File: src/rtl/ifetch_pkg.sv
package ifetch_pkg;

    localparam int addr_w         = 32;
    localparam int data_w         = 32;
    localparam int beats_per_line = 4;
    localparam int offset_w       = $clog2(beats_per_line);

    // byte lane bits below the word index.
    localparam int byte_w      = $clog2(data_w / 8);
    localparam int line_off_w  = offset_w + byte_w;

    localparam logic [7:0] burst_len  = 8'(beats_per_line - 1);
    localparam logic [2:0] burst_size = 3'b010; // four bytes per beat.
    localparam logic [1:0] burst_incr = 2'b01;

    function automatic logic [addr_w-1:0] line_base(
        input logic [addr_w-1:0] addr
    );
        logic [addr_w-1:0] base;
        base = {addr[addr_w-1:line_off_w], {line_off_w{1'b0}}};
        return base;
    endfunction

    function automatic logic [offset_w-1:0] word_index(
        input logic [addr_w-1:0] addr
    );
        logic [offset_w-1:0] idx;
        idx = addr[line_off_w-1:byte_w];
        return idx;
    endfunction

endpackage

File: src/rtl/fetch_req_port.sv
`timescale 1ns/10ps

module fetch_req_port
    import ifetch_pkg::*;
(
    input  logic                axi4_master,
    input  logic                rst,
    input  logic                rd_en,
    input  logic [addr_w-1:0]   rd_addr,
    input  logic                cancel,
    input  logic                burst_done,
    output logic                rd_busy,
    output logic                line_req,
    output logic [addr_w-1:0]   line_addr,
    output logic [offset_w-1:0] word_sel,
    output logic                deliver
);

    logic accept;
    logic accepted_q;
    logic done_q;

    assign accept = rd_en && !rd_busy;

    always_ff @(posedge axi4_master) begin
        if (rst) begin
            rd_busy    <= 1'b0;
            accepted_q <= 1'b0;
            line_req   <= 1'b0;
            done_q     <= 1'b0;
            deliver    <= 1'b0;
        end else begin
            accepted_q <= accept;
            line_req   <= accepted_q; // one cycle after acceptance.
            done_q     <= burst_done; // covers the delivery cycle.

            if (accept) begin
                rd_busy <= 1'b1;
                deliver <= 1'b1;
            end else if (done_q) begin
                rd_busy <= 1'b0;
            end

            if (rd_busy && cancel) begin
                deliver <= 1'b0; // burst still drains on the bus.
            end
        end
    end

    always_ff @(posedge axi4_master) begin
        if (accept) begin
            line_addr <= line_base(rd_addr);
            word_sel  <= word_index(rd_addr);
        end
    end

    // a request while busy is dropped, so warn the requester side.
    no_req_while_busy: assert property (
        @(posedge axi4_master) disable iff (rst)
        rd_en |-> !rd_busy
    ) else $warning("rd_en ignored while a fetch is in flight");

endmodule

File: src/rtl/axi_burst_reader.sv
`timescale 1ns/10ps

module axi_burst_reader
    import ifetch_pkg::*;
(
    input  logic              axi4_master,
    input  logic              rst,
    input  logic              line_req,
    input  logic [addr_w-1:0] line_addr,
    input  logic              arready,
    input  logic [data_w-1:0] rdata,
    input  logic              rvalid,
    input  logic              rlast,
    output logic [addr_w-1:0] araddr,
    output logic              arvalid,
    output logic [7:0]        arlen,
    output logic [2:0]        arsize,
    output logic [1:0]        arburst,
    output logic [3:0]        arid,
    output logic              rready,
    output logic              burst_done,
    output logic              beat_valid,
    output logic [data_w-1:0] beat_data,
    output logic              beat_last
);

    typedef enum logic [1:0] {
        st_idle,
        st_addr,
        st_data
    } state_t;

    state_t              state;
    logic [offset_w-1:0] beat_cnt;
    logic                beat_take;

    assign arlen   = burst_len;
    assign arsize  = burst_size;
    assign arburst = burst_incr;
    assign arid    = 4'd0; // single id, no reordering.

    assign arvalid   = (state == st_addr);
    assign rready    = (state == st_data);
    assign beat_take = rvalid && rready;

    always_ff @(posedge axi4_master) begin
        if (rst) begin
            state      <= st_idle;
            beat_cnt   <= '0;
            beat_valid <= 1'b0;
            burst_done <= 1'b0;
        end else begin
            beat_valid <= beat_take;
            burst_done <= beat_take && rlast;

            case (state)
                st_idle: begin
                    if (line_req) begin
                        state <= st_addr;
                    end
                end
                st_addr: begin
                    if (arready) begin
                        state <= st_data;
                    end
                end
                st_data: begin
                    if (beat_take && rlast) begin
                        state <= st_idle;
                    end
                end
                default: state <= st_idle;
            endcase

            if (beat_take) begin
                beat_cnt <= rlast ? '0 : beat_cnt + 1'b1;
            end
        end
    end

    always_ff @(posedge axi4_master) begin
        if (line_req && state == st_idle) begin
            araddr <= line_addr;
        end
        beat_data <= rdata;
        beat_last <= rlast;
    end

    ar_hold: assert property (
        @(posedge axi4_master) disable iff (rst)
        arvalid && !arready |=> arvalid && $stable(araddr)
    );

    req_in_idle: assert property (
        @(posedge axi4_master) disable iff (rst)
        line_req |-> state == st_idle
    );

    last_on_fourth: assert property (
        @(posedge axi4_master) disable iff (rst)
        beat_take |-> rlast == (beat_cnt == offset_w'(beats_per_line - 1))
    );

endmodule

File: src/rtl/line_assembler.sv
`timescale 1ns/10ps

module line_assembler
    import ifetch_pkg::*;
(
    input  logic                axi4_master,
    input  logic                rst,
    input  logic                beat_valid,
    input  logic [data_w-1:0]   beat_data,
    input  logic                beat_last,
    input  logic [offset_w-1:0] word_sel,
    input  logic                deliver,
    output logic                rd_valid,
    output logic [data_w-1:0]   rd_data
);

    logic [data_w-1:0]   line_q [beats_per_line];
    logic [offset_w-1:0] beat_cnt;

    always_ff @(posedge axi4_master) begin
        if (rst) begin
            rd_valid <= 1'b0;
            beat_cnt <= '0;
        end else begin
            // cancelled fetches fill the line but stay silent.
            rd_valid <= beat_valid && beat_last && deliver;
            if (beat_valid) begin
                beat_cnt <= beat_last ? '0 : beat_cnt + 1'b1;
            end
        end
    end

    always_ff @(posedge axi4_master) begin
        if (beat_valid) begin
            line_q[beat_cnt] <= beat_data;
        end
    end

    assign rd_data = line_q[word_sel]; // line complete once rd_valid is up.

    valid_one_cycle: assert property (
        @(posedge axi4_master) disable iff (rst)
        rd_valid |=> !rd_valid
    );

    // the reader's last beat must land in the top slot.
    last_in_top_slot: assert property (
        @(posedge axi4_master) disable iff (rst)
        beat_valid && beat_last |-> beat_cnt == offset_w'(beats_per_line - 1)
    );

endmodule

File: src/rtl/ifetch_axi_top.sv
`timescale 1ns/10ps

module ifetch_axi_top
    import ifetch_pkg::*;
(
    input  logic              axi4_master,
    input  logic              rst,
    input  logic              rd_en,
    input  logic [addr_w-1:0] rd_addr,
    input  logic              cancel,
    output logic              rd_busy,
    output logic              rd_valid,
    output logic [data_w-1:0] rd_data,
    output logic [addr_w-1:0] araddr,
    output logic              arvalid,
    input  logic              arready,
    output logic [7:0]        arlen,
    output logic [2:0]        arsize,
    output logic [1:0]        arburst,
    output logic [3:0]        arid,
    input  logic [data_w-1:0] rdata,
    input  logic              rvalid,
    output logic              rready,
    input  logic              rlast
);

    logic                line_req;
    logic [addr_w-1:0]   line_addr;
    logic [offset_w-1:0] word_sel;
    logic                deliver;
    logic                burst_done;
    logic                beat_valid;
    logic [data_w-1:0]   beat_data;
    logic                beat_last;

    fetch_req_port u_port (
        .axi4_master (axi4_master),
        .rst         (rst),
        .rd_en       (rd_en),
        .rd_addr     (rd_addr),
        .cancel      (cancel),
        .burst_done  (burst_done),
        .rd_busy     (rd_busy),
        .line_req    (line_req),
        .line_addr   (line_addr),
        .word_sel    (word_sel),
        .deliver     (deliver)
    );

    axi_burst_reader u_reader (
        .axi4_master (axi4_master),
        .rst         (rst),
        .line_req    (line_req),
        .line_addr   (line_addr),
        .arready     (arready),
        .rdata       (rdata),
        .rvalid      (rvalid),
        .rlast       (rlast),
        .araddr      (araddr),
        .arvalid     (arvalid),
        .arlen       (arlen),
        .arsize      (arsize),
        .arburst     (arburst),
        .arid        (arid),
        .rready      (rready),
        .burst_done  (burst_done),
        .beat_valid  (beat_valid),
        .beat_data   (beat_data),
        .beat_last   (beat_last)
    );

    line_assembler u_assembler (
        .axi4_master (axi4_master),
        .rst         (rst),
        .beat_valid  (beat_valid),
        .beat_data   (beat_data),
        .beat_last   (beat_last),
        .word_sel    (word_sel),
        .deliver     (deliver),
        .rd_valid    (rd_valid),
        .rd_data     (rd_data)
    );

endmodule

File: config.mk
export PLATFORM = sky130hd
export DESIGN_NAME = ifetch_axi_top
export DESIGN_NICKNAME = d
export VERILOG_FILES = /design/src/rtl/ifetch_pkg.sv /design/src/rtl/fetch_req_port.sv /design/src/rtl/axi_burst_reader.sv /design/src/rtl/line_assembler.sv /design/src/rtl/ifetch_axi_top.sv
export SDC_FILE = /design/constraint.sdc
export NUM_CORES = 1
export LEC_CHECK = 0
export BUFFER_PORTS_ARGS = -buffer_cell sky130_fd_sc_hd__buf_4
export CAP_MARGIN = 20
export CORE_MARGIN = 1
export CORE_UTILIZATION = 40
export CTS_BUF_LIST = sky130_fd_sc_hd__clkbuf_4 sky130_fd_sc_hd__clkbuf_8
export DETAILED_ROUTE_END_ITERATION = 16
export GPL_TIMING_DRIVEN = 0
export SYNTH_ARGS = -nofsm -noshare
export SYNTH_HDL_FRONTEND = slang
export SYNTH_SLANG_ARGS = --single-unit
File: constraint.sdc
create_clock -name axi4_master -period 3.6 [get_ports axi4_master]
set_input_delay 0.18 -clock axi4_master [delete_from_list [all_inputs] [get_ports axi4_master]]
set_output_delay 0.18 -clock axi4_master [all_outputs]
set_load 0.03 [all_outputs]
==> metrics.yaml, run 1 <==
outcome: "complete, no violations"
final-hold-violation-count: 0
yosysWarnings: 0
htreeDepth: 2
drtAntennaViolNets: 0
drcViolationCount: 0
cts_resized: 0
first_pass_iters: 4
syn_to_final_growth_pct: 38.6
vias_per_cell: 4.45
nFillCells: 1463
crit-reg2reg-launch: "u_port.rd_busy"
p_int_mw: 4.57
slew_viol_final: 0
drt_iter0_drc: 125
rows: 50
grt_pass1_vias: 4281
insertion_delay_ps: 510
grt_max_degree: 34
wl_um: 14300
die_area_um2: 20000
die_y_um: 141
comb_power_share_pct: 7.9
finalCritPeriodShare_pct: 56.5
avgRoutedWirePerCell_um: 16.1
rsz0062_at_grt: "no"
clock_skew_ps: 11.1
pre_cts_ws_ps: 1920
grt_pass1_wl_um: 22300
setup_ws_ps: 1570
synth_area_um2: 7780
endpoint: "rd_data[21]"
rr_worst_depth: 2
overflow: 0
regToRegSetupSlack_ps: 1910
pwr-share-clk_pct: 40.6
synth_seq_area_share_pct: 83.9
cts_tree: "done"
critPathMaxFanout: 10
initial_core_util_pct: 41.2
io_pins: 156
worst_pin_slew_ps: 965
clock.fmax_mhz: 492
wl_met1_um: 5800
dp_cells: 752
leakage_nw: 4.03
fin_crit_ps: 2030
power_frac_seq_pct: 51.5
arrival_ps: 1850
crit_type: "reg -> out"
maxCapViolCount: 0
nets: 676
insertedDiodeCount: 0
postLayoutCoreUtil_pct: 57.1
hold_buffers: 69
critPathRequiredTime_ps: 3420
slew_headroom_pct: 35.5
clkTransAtPathRegs_ps: 60
final_layout_size_suffix_gt1_share_pct: 41.6
io_buffers: 132
max-vdd-ir-drop_uv: 403
antenna_found_initial: 0
root_buffer: "clkbuf_8"
grt_use_total_pct: 14.9
fin_cells: 890
dp.final_hpwl_um: 8300
synth_cell_types: 27
hold_class: "in -> reg"
cts_buffers: 38
dr_wl_met2_um: 7110
p_per_area_nw_per_um2: 539
startpoint_type: "register"
clock_sinks: 233
ys_ff_latch: 233
post_cts_buffers: 0
syn_inst: 335
die_w_um: 141
p_sw_mw: 1.24
met3_length_um: 1100
clock_path_buffers: 3
fin_hold_ws_ps: 319
endpoint_kind: "output port"
gp_congestion: 0.687
fin_setup_tns_ps: 0
syn_avg_cell_area_um2: 23.2
maxUsedRoutingLayer: "met4"
netSwitchingFraction_pct: 21.4
vias: 3960
coreArea_um2: 18900
setup_viol: 0
[cell usage after synthesis (all sizes together)]
cell	n	area (um^2)
edfxtp	186	5590
dfxtp	47	941
mux4	32	728
buf	28	244
nor2b	6	37.5
and2	4	25.0
ha	4	50.1
nor2	4	15.0
a21oi	3	15.0
inv	3	11.3
nor3b	3	22.5
conb	2	7.51
mux2	2	22.5
nand2	2	7.51
a2111oi	1	8.76
a211oi	1	7.51
a22oi	1	7.51
and3b	1	8.76
and4b	1	10.0
clkbuf	1	3.75
nand2b	1	6.26
nand3b	1	7.51
o21bai	1	7.51
[stage by stage]
| step | power [mW] | cell area (um^2) |
|---|---|---|
| 2_1_floorplan | 3.29 | 7850 |
| 3_3_place_gp | 3.44 | 9170 |
| 3_5_place_dp | 3.45 | 9290 |
| 4_1_cts | 5.90 | 10800 |
| 5_1_grt | 6.04 | 10800 |
| 6_report | 5.81 | 10800 |
[worst max-delay path, stage by stage, from the launching register on]
cell and delay [ps]:
dfxtp_1 320, buf_6 150, buf_12 160, mux4_2 520, buf_4 190
[cell families (layout without fill, tap and decap cells)]
| logic type | Yosys count | after routing | synth area share (%) |
|---|---|---|---|
| flops | 233 | 233 | 83.9 |
| mux | 34 | 34 | 9.65 |
| fa+ha+maj | 4 | 4 | 0.643 |
| buf+inv | 32 | 308 | 3.33 |
| simple gates | 23 | 23 | 1.80 |
| other cells | 2 | 21 | 0.0965 |
| compound gates | 7 | 7 | 0.595 |
[how the worst min path moves through the flow]
stage          cells after the start  slack, ps  startpoint                     end
2_1_floorplan                      0        210    rdata[0]   u_reader.beat_data[0]
3_5_place_dp                       1        290   rdata[27]  u_reader.beat_data[27]
4_1_cts                            2        270   rdata[10]  u_reader.beat_data[10]
5_1_grt                            2        290   rdata[16]  u_reader.beat_data[16]
6_report                           2        320   rdata[22]  u_reader.beat_data[22]
3_3_place_gp                       1        280   rdata[11]  u_reader.beat_data[11]
[power by group through the flow]
stage                     logic, mW  registers, mW  clock network [mW]
final                         0.458           2.99                2.36
after global routing          0.484           3.00                2.56
after CTS                     0.463           3.00                2.44
after detailed placement      0.401           3.05                   0
after global placement        0.395           3.05                   0
after floorplan               0.230           3.06                   0
[final cells by class]
type	count	area, um^2	share of cell area, %
repair buffers	207	1790	16.6
plain buffers	29	248	2.30
inverters	3	11.3	0.104
well taps	260	325	3.02
clock buffers	48	636	5.89
flip-flops and latches	233	6530	60.5
multi-input cells	89	1080	10.0
clock inverters	21	166	1.54
[routing by layer]
metal,up-vias,global-route usage (%)
li1,1827,-
met1,1960,17.1
met5,-,0
met2,141,25.2
met4,0,6.40
met3,32,5.33
[registers in the layout, indices dropped and copies added, names as in the netlist, named ones only]
register	flops
u_assembler.beat_cnt	2
u_assembler.rd_valid	1
u_reader.araddr	28
u_port.deliver	1
u_reader.state	2
u_assembler.line_q	128
u_reader.burst_done	1
u_reader.beat_last	1
u_port.line_addr	28
u_port.rd_busy	1
u_port.word_sel	2
u_reader.beat_valid	1
u_port.line_req	1
u_port.accepted_q	1
u_reader.beat_data	32
u_port.done_q	1
[layout by cell type (no fill, tap or decap), types with 5 or more instances in the layout]
cell / instances
edfxtp_1: 186
dfxtp_1: 47
mux4_2: 30
nor2b_1: 5
clkinv_1: 11
clkinv_2: 7
conb_1: 21
buf_12: 7
buf_4: 153
dlygate4sd3_1: 69
clkbuf_8: 44
Note: power is estimated with default switching activity, not from simulation.
==> run 2, diff against run 1 <==
--- a/config.mk
+++ b/config.mk
@@ -5,6 +5,7 @@
 export SDC_FILE = /design/constraint.sdc
 export NUM_CORES = 1
 export LEC_CHECK = 0
+export ABC_AREA = 1
 export BUFFER_PORTS_ARGS = -buffer_cell sky130_fd_sc_hd__buf_4
 export CAP_MARGIN = 20
 export CORE_MARGIN = 1
==> constraint.sdc (replaced) <==
create_clock -name axi4_master -period 2.01 [get_ports axi4_master]
set_input_delay 0.1005 -clock axi4_master [delete_from_list [all_inputs] [get_ports axi4_master]]
set_output_delay 0.1005 -clock axi4_master [all_outputs]
set_load 0.03 [all_outputs]
==> metrics.yaml, run 2 <==
layout_common_cells: "edfxtp_1 (186), buf_4 (155), nand2_1 (146), inv_1 (75), nor2_1 (72)"
largest_register_ffs: 128
slew_viol_final: 0
final_common_cell: "edfxtp_1"
die_y_um: 147
fin_hold_ws_ps: 222
finalCritPeriodShare_pct: 92.5
cts_buffers: 39
clock_skew_ps: 16.8
pwr-share-clk_pct: 38.3
synth_most_common_cell: "edfxtp_1"
clock_sinks: 233
dp.final_hpwl_um: 9770
insertion_delay_ps: 520
antenna_found_initial: 0
p_int_mw: 8.04
max-vdd-ir-drop_uv: 677
final_layout_size_suffix_gt1_share_pct: 26.9
syn_avg_cell_area_um2: 12.8
io_buffers: 131
wl_um: 16900
rsz0062_at_grt: "no"
root_buffer: "clkbuf_8"
synth_area_um2: 8450
comb_power_share_pct: 10.9
startpoint_type: "register"
syn_to_final_growth_pct: 34.5
maxCapViolCount: 0
reg_top3: "u_assembler.line_q (128), u_reader.beat_data (32)"
overflow: 0
clkTransAtPathRegs_ps: 60
ys_ff_latch: 233
postLayoutCoreUtil_pct: 55.4
synth_seq_area_share_pct: 77.3
fin_setup_tns_ps: 0
grt_pass1_vias: 5198
grt_pass1_wl_um: 26100
nets: 995
critPathMaxFanout: 10
cts_tree: "done"
clock_path_buffers: 3
synth.area.top_cells: "edfxtp_1 (66%), dfxtp_1 (11%), nand2_1 (6.5%)"
die_w_um: 147
endpoint_kind: "output port"
vias: 5198
grt_max_degree: 33
clock.fmax_mhz: 538
synthTopCellsByCount: "edfxtp_1 (186), nand2_1 (146), inv_1 (79)"
worst_pin_slew_ps: 806
synth-main-ff-cell: "edfxtp_1"
synth_top_area_share_pct: 66.1
synth_edf_count: 186
vias_per_cell: 4.26
io_pins: 156
first_pass_iters: 4
leakage_nw: 4.82
setup_viol: 0
final-hold-violation-count: 0
power_frac_seq_pct: 50.8
synth-async-reset-ratio_pct: 0
netSwitchingFraction_pct: 24.0
synth_cell_types: 20
drt_iter0_drc: 203
initial_core_util_pct: 41.2
grt_use_total_pct: 15.8
hold_class: "in -> reg"
rows: 52
drcViolationCount: 0
top_register: "u_assembler.line_q"
drtAntennaViolNets: 0
insertedDiodeCount: 0
crit_type: "reg -> out"
gp_congestion: 0.699
critPathRequiredTime_ps: 1910
p_per_area_nw_per_um2: 932
fin_crit_ps: 1860
htreeDepth: 2
die_area_um2: 21700
arrival_ps: 1760
coreArea_um2: 20500
p_sw_mw: 2.54
outcome: "complete, no violations"
yosys.area.top_type: "edfxtp_1"
avgRoutedWirePerCell_um: 13.8
slew_headroom_pct: 46.2
yosysWarnings: 0
syn_inst: 658
run 2: layout make-up:
| class | count | area [um^2] |
|---|---|---|
| repair buffers | 202 | 1730 |
| plain buffers | 43 | 312 |
| inverters | 80 | 300 |
| well taps | 270 | 338 |
| flip-flops and latches | 233 | 6530 |
| clock inverters | 14 | 70.1 |
| clock buffers | 57 | 697 |
| fillers | 1710 | 9140 |
| multi-input cells | 321 | 1390 |
run 2: stage by stage:
stage | std cells | instance area (um^2) | setup slack (ps) | power (mW)
2_1_floorplan | 677 | 8520 | 367 | 6.10
3_3_place_gp | 1078 | 9840 | -171 | 6.51
3_5_place_dp | 1079 | 9870 | 283 | 6.53
4_1_cts | 1219 | 11300 | 34.7 | 10.7
5_1_grt | 1220 | 11400 | 33.5 | 11.0
6_report | 1220 | 11400 | 151 | 10.6
run 2: final timing paths:
kind	cells after the start	start	to	slack (ps)
max	6	register	rd_data[26]	150
min	2	rdata[3]	u_reader.beat_data[3]	220
max reg2reg	3	u_reader.beat_valid	u_assembler.line_q[3][20]	290
min reg2reg	2	u_reader.burst_done	u_port.done_q	410
run 2: power by group through the flow:
stage | clock [mW] | combinational, mW | sequential (mW)
6_report | 4.06 | 1.15 | 5.38
5_1_grt | 4.39 | 1.25 | 5.39
4_1_cts | 4.17 | 1.16 | 5.37
3_5_place_dp | 0 | 1.05 | 5.47
3_3_place_gp | 0 | 1.03 | 5.47
2_1_floorplan | 0 | 0.607 | 5.49
run 2: kinds of logic after synthesis:
group	after synthesis	share of synthesized area (%)
compound gates	9	0.592
flops	233	77.3
buf+inv	123	7.18
simple gates	287	14.3
fa+ha+maj	4	0.593
other cells	2	0.0889
run 2: critical path, stage by stage (launching register included):
cell,delay (ps)
dfxtp_1,380
buf_6,160
buf_2,250
nand2_1,90
nand3_1,90
nand2_1,80
buf_4,170
run 2: routing by layer:
metal,track usage (%),routed length [um],vias to the layer above
met4,5.62,376,0
li1,-,-,2623
met2,26.8,7940,188
met1,17.9,6910,2346
met3,6.46,1650,41
met5,0,0,-
run 2: repair_timing:
action	4_1_cts	5_1_grt
setup buffers	0	0
endpoints found under the hold margin	76	0
endpoints found under the setup margin	19	8
gates resized for setup	3	2
hold buffers	69	0
